===== src/source/rv_defines.svh =====
`ifndef RV_DEFINES_SVH
`define RV_DEFINES_SVH

////////////////////////////////////////
// Datapath sizing.
////////////////////////////////////////

// Register width of the core.
`define XLEN 32

// One quotient bit per divider step.
`define DIV_STEPS `XLEN

`endif


===== src/source/rv_datapath_pkg.sv =====
`include "rv_defines.svh"

package rv_datapath_pkg;

	// Operand and result word.
	typedef logic [`XLEN-1:0] data_t;

	// Multiplier operand with one extra sign or zero bit.
	typedef logic [`XLEN:0] ext_t;

	// Full product of two extended operands.
	typedef logic [2*`XLEN+1:0] prod_t;

	// Divider step index, one bit wider than needed for DIV_STEPS-1.
	typedef logic [$clog2(`DIV_STEPS):0] step_t;

	// Sequencing states of the unit.
	typedef enum logic [1:0] {
		IDLE,
		MUL_RUN,
		DIV_RUN,
		FINISH
	} mdu_state_t;

endpackage


===== src/source/rv_instr_pkg.sv =====
package rv_instr_pkg;

	// Raw instruction word.
	typedef logic [31:0] instr_t;

	// Position of funct3 inside the word.
	localparam int FUNCT3_LSB = 12;
	localparam int FUNCT3_MSB = 14;

	////////////////////////////////////////
	// M-extension operations.
	////////////////////////////////////////

	// Bit 2 separates divides from multiplies.
	typedef enum logic [2:0] {
		MUL    = 3'd0,
		MULH   = 3'd1,
		MULHSU = 3'd2,
		MULHU  = 3'd3,
		DIV    = 3'd4,
		DIVU   = 3'd5,
		REM    = 3'd6,
		REMU   = 3'd7
	} funct3_t;

endpackage


===== src/source/mdu_control.sv =====
module mdu_control (
	input  logic clk,
	input  logic rst,
	input  logic start,
	input  logic is_div,
	input  logic last_step,
	output logic busy,
	output logic done,
	output logic load,
	output logic mul_en,
	output logic div_load,
	output logic div_step,
	output logic cnt_clear
);

import rv_datapath_pkg::*;

mdu_state_t state;
mdu_state_t state_next;

always_ff @(posedge clk) begin
	if (rst) begin
		state <= IDLE;
		done  <= 1'b0;
	end else begin
		state <= state_next;
		done  <= (state == FINISH);
	end
end

// Operands land at the start edge, so the first busy cycle picks the path.
always_comb begin : next_state
	state_next = state;
	unique case (state)
		IDLE:    if (start) state_next = MUL_RUN;
		MUL_RUN: state_next = is_div ? DIV_RUN : FINISH;
		DIV_RUN: if (last_step) state_next = FINISH;
		FINISH:  state_next = IDLE;
	endcase
end

assign busy      = (state != IDLE);
assign load      = start && (state == IDLE);
assign mul_en    = (state == MUL_RUN) && !is_div;
assign div_load  = (state == MUL_RUN) && is_div;
assign div_step  = (state == DIV_RUN);
assign cnt_clear = (state == MUL_RUN);

////////////////////////////////////////
// Checks.
////////////////////////////////////////

assert property (@(posedge clk) disable iff (rst) done |=> !done);

// The step count starts from zero on the first step.
assert property (@(posedge clk) disable iff (rst) $rose(div_step) |-> !last_step);

endmodule


===== src/source/mdu_step_counter.sv =====
`include "rv_defines.svh"

module mdu_step_counter (
	input  logic clk,
	input  logic rst,
	input  logic clear,
	input  logic enable,
	output logic last_step
);

import rv_datapath_pkg::*;

localparam step_t LAST = step_t'(`DIV_STEPS - 1);

step_t count;

// Holds on the last step until the next clear.
always_ff @(posedge clk) begin
	if (rst || clear) begin
		count <= '0;
	end else if (enable && !last_step) begin
		count <= count + 1'b1;
	end
end

assign last_step = (count == LAST);

// No step follows the last one.
assert property (@(posedge clk) disable iff (rst) enable && last_step |=> !enable);

endmodule


===== src/source/mdu_operand_prep.sv =====
`include "rv_defines.svh"

module mdu_operand_prep (
	input  logic                   clk,
	input  logic                   rst,
	input  logic                   load,
	input  rv_instr_pkg::funct3_t  funct3,
	input  rv_datapath_pkg::data_t a_in,
	input  rv_datapath_pkg::data_t b_in,
	output rv_instr_pkg::funct3_t  op,
	output rv_datapath_pkg::ext_t  mul_a,
	output rv_datapath_pkg::ext_t  mul_b,
	output rv_datapath_pkg::data_t div_num,
	output rv_datapath_pkg::data_t div_den,
	output logic                   num_neg,
	output logic                   den_neg,
	output rv_datapath_pkg::data_t a_reg,
	output rv_datapath_pkg::data_t b_reg
);

import rv_datapath_pkg::*;
import rv_instr_pkg::*;

logic signed_div;

always_ff @(posedge clk) begin
	if (rst) begin
		op <= MUL;
	end else if (load) begin
		op <= funct3;
	end
end

always_ff @(posedge clk) begin
	if (load) begin
		a_reg <= a_in;
		b_reg <= b_in;
	end
end

// MULHSU takes rs1 signed and rs2 unsigned.
always_comb begin : mul_ext
	unique case (op)
		MUL, MULH, MULHSU: mul_a = {a_reg[`XLEN-1], a_reg};
		MULHU:             mul_a = {1'b0, a_reg};
		default:           mul_a = '0;
	endcase
	unique case (op)
		MUL, MULH:     mul_b = {b_reg[`XLEN-1], b_reg};
		MULHSU, MULHU: mul_b = {1'b0, b_reg};
		default:       mul_b = '0;
	endcase
end

// Divider runs on magnitudes.
assign signed_div = (op == DIV) || (op == REM);
assign num_neg    = signed_div && a_reg[`XLEN-1];
assign den_neg    = signed_div && b_reg[`XLEN-1];
assign div_num    = num_neg ? -a_reg : a_reg;
assign div_den    = den_neg ? -b_reg : b_reg;

endmodule


===== src/source/mdu_multiplier.sv =====
`include "rv_defines.svh"

module mdu_multiplier (
	input  logic                   clk,
	input  logic                   mul_en,
	input  rv_datapath_pkg::ext_t  mul_a,
	input  rv_datapath_pkg::ext_t  mul_b,
	output rv_datapath_pkg::prod_t product
);

import rv_datapath_pkg::*;

logic signed [2*`XLEN+1:0] product_s;

////////////////////////////////////////
// Signed 33x33 product.
////////////////////////////////////////

// Both operands are already extended, so a signed multiply covers all four ops.
always_comb begin : mul_core
	product_s = $signed(mul_a) * $signed(mul_b);
end

always_ff @(posedge clk) begin
	if (mul_en) begin
		product <= prod_t'(product_s);
	end
end

endmodule


===== src/source/mdu_divider.sv =====
`include "rv_defines.svh"

module mdu_divider (
	input  logic                   clk,
	input  logic                   rst,
	input  logic                   div_load,
	input  logic                   div_step,
	input  rv_datapath_pkg::data_t div_num,
	input  rv_datapath_pkg::data_t div_den,
	output rv_datapath_pkg::data_t quotient,
	output rv_datapath_pkg::data_t remainder
);

import rv_datapath_pkg::*;

data_t       den_q;
logic [`XLEN:0] rem_shift;
logic [`XLEN:0] rem_diff;
logic        borrow;

// Dividend bits shift out of the quotient register into the remainder.
always_comb begin : trial_sub
	rem_shift = {remainder, quotient[`XLEN-1]};
	rem_diff  = rem_shift - {1'b0, den_q};
	borrow    = rem_diff[`XLEN];
end

always_ff @(posedge clk) begin
	if (div_load) begin
		den_q <= div_den;
	end
end

////////////////////////////////////////
// Restoring shift-subtract.
////////////////////////////////////////

always_ff @(posedge clk) begin
	if (rst) begin
		quotient  <= '0;
		remainder <= '0;
	end else if (div_load) begin
		quotient  <= div_num;
		remainder <= '0;
	end else if (div_step) begin
		// Keep the shifted value on a borrow.
		if (borrow) begin
			remainder <= rem_shift[`XLEN-1:0];
			quotient  <= {quotient[`XLEN-2:0], 1'b0};
		end else begin
			remainder <= rem_diff[`XLEN-1:0];
			quotient  <= {quotient[`XLEN-2:0], 1'b1};
		end
	end
end

endmodule


===== src/source/mdu_result_select.sv =====
`include "rv_defines.svh"

module mdu_result_select (
	input  logic                   clk,
	input  logic                   rst,
	input  logic                   done,
	input  rv_instr_pkg::funct3_t  op,
	input  rv_datapath_pkg::prod_t product,
	input  rv_datapath_pkg::data_t quotient,
	input  rv_datapath_pkg::data_t remainder,
	input  rv_datapath_pkg::data_t a_reg,
	input  rv_datapath_pkg::data_t b_reg,
	input  logic                   num_neg,
	input  logic                   den_neg,
	output rv_datapath_pkg::data_t c_out
);

import rv_datapath_pkg::*;
import rv_instr_pkg::*;

localparam data_t MOST_NEG = {1'b1, {(`XLEN-1){1'b0}}};

data_t quot_signed;
data_t rem_signed;
data_t result;
logic  div_by_zero;
logic  overflow;

// Remainder takes the sign of the dividend.
assign quot_signed = (num_neg ^ den_neg) ? -quotient : quotient;
assign rem_signed  = num_neg ? -remainder : remainder;
assign div_by_zero = (b_reg == '0);
assign overflow    = (a_reg == MOST_NEG) && (b_reg == '1);

// Special cases per the RISC-V M chapter.
always_comb begin : result_sel
	unique case (op)
		MUL:                result = product[`XLEN-1:0];
		MULH, MULHSU, MULHU: result = product[2*`XLEN-1:`XLEN];
		DIV:    result = div_by_zero ? '1 : (overflow ? MOST_NEG : quot_signed);
		DIVU:   result = div_by_zero ? '1 : quotient;
		REM:    result = div_by_zero ? a_reg : (overflow ? '0 : rem_signed);
		REMU:   result = div_by_zero ? a_reg : remainder;
	endcase
end

always_ff @(posedge clk) begin
	if (rst) begin
		c_out <= '0;
	end else if (done) begin
		c_out <= result;
	end
end

endmodule


===== src/source/mult_div.sv =====
module mult_div (
	input  logic                   clk,
	input  logic                   rst,
	input  logic                   start,
	input  rv_instr_pkg::instr_t   instr,
	input  rv_datapath_pkg::data_t a_in,
	input  rv_datapath_pkg::data_t b_in,
	output logic                   busy,
	output logic                   done,
	output rv_datapath_pkg::data_t c_out
);

import rv_datapath_pkg::*;
import rv_instr_pkg::*;

funct3_t funct3;
funct3_t op;
ext_t    mul_a;
ext_t    mul_b;
prod_t   product;
data_t   div_num;
data_t   div_den;
data_t   quotient;
data_t   remainder;
data_t   a_reg;
data_t   b_reg;
logic    num_neg;
logic    den_neg;
logic    load;
logic    mul_en;
logic    div_load;
logic    div_step;
logic    cnt_clear;
logic    last_step;
logic    finish;

assign funct3 = funct3_t'(instr[FUNCT3_MSB:FUNCT3_LSB]);

// Busy with no work strobe is the FINISH cycle, one edge ahead of done.
assign finish = busy && !(mul_en || div_load || div_step);

////////////////////////////////////////
// Sequencing.
////////////////////////////////////////

mdu_control control_i (
	.clk(clk), .rst(rst), .start(start), .is_div(op[2]), .last_step(last_step),
	.busy(busy), .done(done), .load(load), .mul_en(mul_en), .div_load(div_load),
	.div_step(div_step), .cnt_clear(cnt_clear)
);

mdu_step_counter step_counter_i (
	.clk(clk), .rst(rst), .clear(cnt_clear), .enable(div_step), .last_step(last_step)
);

////////////////////////////////////////
// Datapath.
////////////////////////////////////////

mdu_operand_prep operand_prep_i (
	.clk(clk), .rst(rst), .load(load), .funct3(funct3), .a_in(a_in), .b_in(b_in),
	.op(op), .mul_a(mul_a), .mul_b(mul_b), .div_num(div_num), .div_den(div_den),
	.num_neg(num_neg), .den_neg(den_neg), .a_reg(a_reg), .b_reg(b_reg)
);

mdu_multiplier multiplier_i (
	.clk(clk), .mul_en(mul_en), .mul_a(mul_a), .mul_b(mul_b), .product(product)
);

mdu_divider divider_i (
	.clk(clk), .rst(rst), .div_load(div_load), .div_step(div_step),
	.div_num(div_num), .div_den(div_den), .quotient(quotient), .remainder(remainder)
);

mdu_result_select result_select_i (
	.clk(clk), .rst(rst), .done(finish), .op(op), .product(product),
	.quotient(quotient), .remainder(remainder), .a_reg(a_reg), .b_reg(b_reg),
	.num_neg(num_neg), .den_neg(den_neg), .c_out(c_out)
);

endmodule


===== config.mk =====
export PLATFORM = sky130hd
export DESIGN_NAME = mult_div
export DESIGN_NICKNAME = d
export VERILOG_FILES = /design/src/source/rv_datapath_pkg.sv /design/src/source/rv_instr_pkg.sv /design/src/source/mdu_control.sv /design/src/source/mdu_step_counter.sv /design/src/source/mdu_operand_prep.sv /design/src/source/mdu_multiplier.sv /design/src/source/mdu_divider.sv /design/src/source/mdu_result_select.sv /design/src/source/mult_div.sv
export VERILOG_INCLUDE_DIRS = /design/src /design/src/source
export SDC_FILE = /design/constraint.sdc
export NUM_CORES = 2
export LEC_CHECK = 0
export BUFFER_PORTS_ARGS = -buffer_cell sky130_fd_sc_hd__buf_2
export CAP_MARGIN = 20
export CORE_MARGIN = 8
export CORE_UTILIZATION = 35
export CTS_CLUSTER_DIAMETER = 60
export DETAILED_ROUTE_END_ITERATION = 8
export HOLD_SLACK_MARGIN = 0.03
export SYNTH_ARGS = -nofsm -noshare
export SYNTH_HDL_FRONTEND = slang
export SYNTH_SLANG_ARGS = --single-unit

===== constraint.sdc =====
create_clock -name clk -period 18.3 [get_ports clk]
set_input_delay 1.83 -clock clk [delete_from_list [all_inputs] [get_ports clk]]
set_output_delay 1.83 -clock clk [all_outputs]
set_load 0.01 [all_outputs]

## After elaboration in Yosys (flattened, before gate mapping)

Index checks and enable logic that the tools add are counted.

- Bits of input ports: 99
- Logic and storage cells: 81
- Flip-flop bits (word level): 268
- Output and inout bits: 34

- Reduce and logical (&&, ||, !) cells: 26
- Multiply operators: 1
- Bitwise operators: 1
- Add/subtract/negate cells: 6
- Eq/ne operators: 15
- Mux-type cells: 21

Operator list:

| cell | count |
|---|---|
| two-way mux 32 bit | 13 |
| one-hot mux 32 bit (6 select lines) | 1 |
| one-hot mux 33 bit (2 select lines) | 2 |
| negation 32 bit | 4 |
| equality test 32 bit (second input constant) | 2 |
| multiplier 33 x 33 -> 64 bit | 1 |
| subtractor 33 x 32 -> 33 bit | 1 |
| zero test 32 bit | 1 |
| equality test 3 bit (second input constant) | 4 |
| logical AND 1 bit | 8 |
| one-hot mux 2 bit (4 select lines) | 1 |
| adder 6 x 1 -> 6 bit (second input constant) | 1 |
| equality test 3 x 2 -> 1 bit (second input constant) | 2 |
| equality test 6 x 5 -> 1 bit (second input constant) | 1 |
| OR reduction 2 bit | 3 |
| OR reduction 3 bit | 2 |
| equality test 2 bit (second input constant) | 2 |
| logical OR 1 bit | 4 |
| two-way mux 2 bit | 2 |
| nonzero test 2 bit | 2 |
| equality test 3 x 1 -> 1 bit (second input constant) | 1 |
| zero test 1 bit | 3 |
| zero test 3 bit | 1 |
| equality test 2 x 1 -> 1 bit (second input constant) | 1 |
| other kinds (6) | 7 |

## Depth between registers and ports, before layout

- Depth in word-level cells: 8
- Gate-level depth with buffers: 34
- Gate-level depth less buffers: 29

## Hierarchy

A second synthesis with hierarchy kept.

- Cells, all modules: 6,009
- Area total of the unflattened synthesis: 55,404.4 um^2

By module, submodules not included:

| module | times used | cells an instance | area an instance (um^2) | sequential area each (um^2) |
|---|---|---|---|---|
| mdu_multiplier | 1 | 4,226 | 40,568.9 | 1,981.9 |
| mdu_divider | 1 | 639 | 5,719.2 | 2,242.2 |
| mdu_result_select | 1 | 700 | 4,540.6 | 640.6 |
| mdu_operand_prep | 1 | 385 | 4,010.1 | 1,981.9 |
| mdu_step_counter | 1 | 33 | 316.6 | 120.1 |
| mdu_control | 1 | 25 | 234.0 | 60.1 |
| mult_div | 1 | 1 | 15.0 | 0.0 |

## Least setup slack after synthesis

OpenSTA, ideal clock, no wires.

- Kind: register -> register
- Start point: register operand_prep_i.op[2]
- End point: register multiplier_i.product[61], data pin
- Setup time: 258 ps
- Buffers on the path: 4
- Slack: 9,414 ps
- Data required time: 18,042 ps
- Arrival: 8,628 ps
- Stages on the path, launching flop included: 30
- Period minus slack after synthesis: 8,886 ps
- Cell sequence: dfxtp_1 > clkbuf_1 > clkbuf_1 > clkbuf_1 > nor2_1 > clkbuf_1 > and3_1 > fa_1 > fa_1 > fa_1 > inv_1 > fa_1 > inv_1 > fa_1 > fa_1 > fa_1 > inv_1 > fa_1 > inv_1 > ha_1 > nand3_1 > nor4_2 > nand4_1 > a2111oi_0 > nor3_1 > o31a_1 > o41ai_4 > a221o_1 > a21oi_1 > xnor2_1

- Word-level cells in the longest chain between the ends: 4
- Elaborated cells on any way between the ends: 10
- Those cells by class: mul (1); eq/ne (3); mux (2); reduce/logical (4)

Ends and longest elaborated chain:

| item | line | RTL |
|---|---|---|
| from (decl) | mdu_operand_prep.sv:10 | `output rv_instr_pkg::funct3_t op,` |
| from (signal assigned) | mdu_operand_prep.sv:30 | `op <= funct3;` |
| equality test 3 x 1 -> 1 bit, or another cell as far along | mdu_operand_prep.sv:43, mdu_operand_prep.sv:48 |  |
| OR reduction 3 bit / OR reduction 2 bit (equally long branches) | mdu_operand_prep.sv:43, mdu_operand_prep.sv:48 |  |
| one-hot mux 33 bit (2 select lines), on equally long branches | mdu_operand_prep.sv:43, mdu_operand_prep.sv:48 |  |
| multiplier 33 x 33 -> 64 bit * | mdu_multiplier.sv:21 | `product_s = $signed(mul_a) * $signed(mul_b);` |
| named net multiplier_i.product_s[61] | mdu_multiplier.sv:13 | `` logic signed [2*`XLEN+1:0] product_s; `` |
| to (signal assigned) | mdu_multiplier.sv:26 | `product <= prod_t'(product_s);` |
| to (decl) | mdu_multiplier.sv:8 | `output rv_datapath_pkg::prod_t product` |

The timed path passes the listed nets; every way through them passes the cells marked *.
A chain may end at the register's enable or synchronous reset.

## Worst setup path after layout

- Start point: register operand_prep_i.op[1]
- End point: register multiplier_i.product[63], data pin

The elaborated chain is that of the path after synthesis.

==> qor.csv <==
metric,value,unit
clk sink count,268,
setup TNS,0,ps
Crit path required time,18580,ps
Slew @ Worst Pin,1120,ps
crit end category,flip-flop,
Syn. warnings,0,
unrepaired setup endpoints after global routing,false,
Die Y,410,um
vias after detailed routing,43700,
routing usage on met3,5.27,%
post_cts resized,0,
outcome,finished clean,
routed len/inst,24.9,um
syn nets,7427,
CTS tree,yes,
Largest Register,multiplier_i.product,
largest net degree at the start of global routing,93,
cell mode on critical path,fa_1,
busiest grt layer,met2,
Worst-path clk slew,60,ps
I/O Pins,133,
Mapped Cells,5947,
core box area,0.154,mm2
GR Util met2,36.7,%
CP max-delay cell,fa_1,
Setup-failing EPs final,0,
Max-Cap Viols,0,
Port Buf Inserts,103,
Post-synth ARST share,0,%
post-CTS setup repair buffer count,0,
depth of the CTS H-tree,2,
grt total ovfl,0,
mapped cell area,0.0544,mm2
fin crit share,62.6,%
final slew viol count,0,
fmax,87.2,MHz
Vias/cell,5.48,
"Top FF cell, synth",edfxtp_1,
clock buffer depth,3,
first-pass GRT wire length,297000,um
Clock Latency Late Sink,570,ps
worst path arrival time,11750,ps
Starting Density,35.3,%
Setup crit start kind,flip-flop,
Rows,144,
initial antenna violation count,22,
Root Driver,clkbuf_16,
"EDFF count, synth",160,
Final Net Count,7352,
Final HPWL DP,149000,um
Fillers,15500,
Final Skew,23.6,ps
Period minus WS final,11460,ps
Largest register FFs,64,
CP Max Fanout,32,
worst min path class,reg -> reg,
die area,0.168,mm2
sequential area share after synthesis,12.8,%
vias in the first global route,45500,
die extent in x,410,um
Final GP Congestion,1.03,
layout cells sized above 1,6.54,%
final WL,199000,um
crit-path max cell delay,920,ps
DRC,0,
M1 GR Usage,30.9,%
DR iter-0 viols,4718,
Setup CP Type,reg -> reg,
number of synthesized register bits,268,
CTS buffer count,34,
Routed Antenna Nets,0,
cts hold-fix bufs,0,
Rel. slew slack,25.0,%
"Avg Cell Area, Syn",9.15,um2
1st-pass router iterations,6,
number of library cell types mapped by synthesis,82,
final hold violation count,0,
area delta synth->final,7.68,%
GRT Total Usage,23.4,%
[layout make-up]
type,count,area [um2],share of cell area (%)
Inverter,1147,4310,7.35
Multi-Input combinational cell,4164,41800,71.4
Clock buffer,45,912,1.56
Tap cell,2044,2560,4.37
Clock inverter,17,233,0.397
Antenna cell,20,50.0,0.0854
Sequential cell,268,6970,11.9
Timing Repair Buffer,257,1720,2.94
[cells in the final DEF (no fill, tap or decap), types with 24 or more instances in the layout]
master     instances
mux2i_1           71
o31ai_1           29
nand2_1          707
fa_1            1126
a21oi_1          207
and3_1           112
xnor2_1          130
nor2_1           200
edfxtp_1         160
and2_1           446
o21ai_0          177
a211oi_1          50
inv_1           1143
nand2b_1          24
xor2_1            70
nor3_1            55
buf_4            149
buf_2            103
ha_1             254
nand3_1           58
dfxtp_1          107
a21o_1            40
clkbuf_16         34
nor2b_1           48
[worst paths after layout]
path | depth (start not counted) | from | to | slack (ps)
max | 30 | operand_prep_i.op[1] | multiplier_i.product[63] | 6840
min | 2 | result_select_i.c_out[0] | result_select_i.c_out[0] | 450
max reg2reg | 30 | operand_prep_i.op[1] | multiplier_i.product[63] | 6840
min reg2reg | 2 | result_select_i.c_out[0] | result_select_i.c_out[0] | 450
[stage by stage]
step	area, um2	hold slack (ps)	util, %	setup WS, ps	std cells
2_1_floorplan	54400	471	-	9410	5947
3_3_place_gp	57300	437	37.2	7100	7875
3_5_place_dp	57300	444	37.2	7030	7878
4_1_cts	58500	452	37.9	7010	7940
5_1_grt	58500	468	38.0	6530	7944
6_report	58600	450	38.0	6840	7962
[worst max-delay path: cells and delay by family (launching register included)]
| kind | cells | cell delay (ps) |
|---|---|---|
| adders and majority gates | 9 | 4940 |
| and+or+nand+nor | 8 | 2400 |
| AOI/OAI and AO/OA | 4 | 2000 |
| buffers and inverters | 8 | 1400 |
| DFF | 1 | 310 |
| xor gates and xnor gates | 1 | 130 |
[cells by family (layout without fill, tap and decap cells)]
kind of cell | after synthesis | in the layout | synth area share [%]
AO/OA/AOI/OAI | 718 | 718 | 8.34
adder cells (fa/ha/maj) | 1381 | 1381 | 47.3
multiplexers | 72 | 72 | 1.33
other | 0 | 20 | 0
buffers and inverters | 1515 | 1466 | 10.6
XOR/XNOR | 202 | 202 | 3.28
AND/OR/NAND/NOR | 1791 | 1791 | 16.4
flip-flops | 268 | 268 | 12.8
[cell usage after synthesis, drive strengths merged (17+ instances only)]
master  count  area share (%)
o22ai      19            0.22
a211oi     51            0.71
nand3      60            0.56
a31oi      23            0.26
o32ai      20            0.32
nor2b      70            0.81
o21ai     183             1.7
nand2b     24            0.28
mux2i      71             1.3
or2        21            0.24
a21oi     208             1.9
edfxtp    160             8.8
nand2     709             4.9
nor4       17            0.26
and3      112             1.3
fa       1126              41
dfxtp     108             4.0
a21o       40            0.55
nor2      204             1.4
buf        34            0.34
xnor2     132             2.2
ha        255             5.9
nand4      22            0.25
inv      1145             7.9
o31ai      29            0.40
clkbuf    334             2.3
o221ai     20            0.32
xor2       70             1.1
nor3       59            0.59
and2      446             5.1
or4        17            0.28
[per-layer routing]
layer,vias to the layer above,wire length (um)
met4,2,10500
met5,-,29
met2,2582,88000
li1,18300,-
met3,525,21700
met1,22300,78400
Power is left out: the tool's default activity adds up to more than one toggle a clock period on the data nets, which glitch-free logic cannot reach.
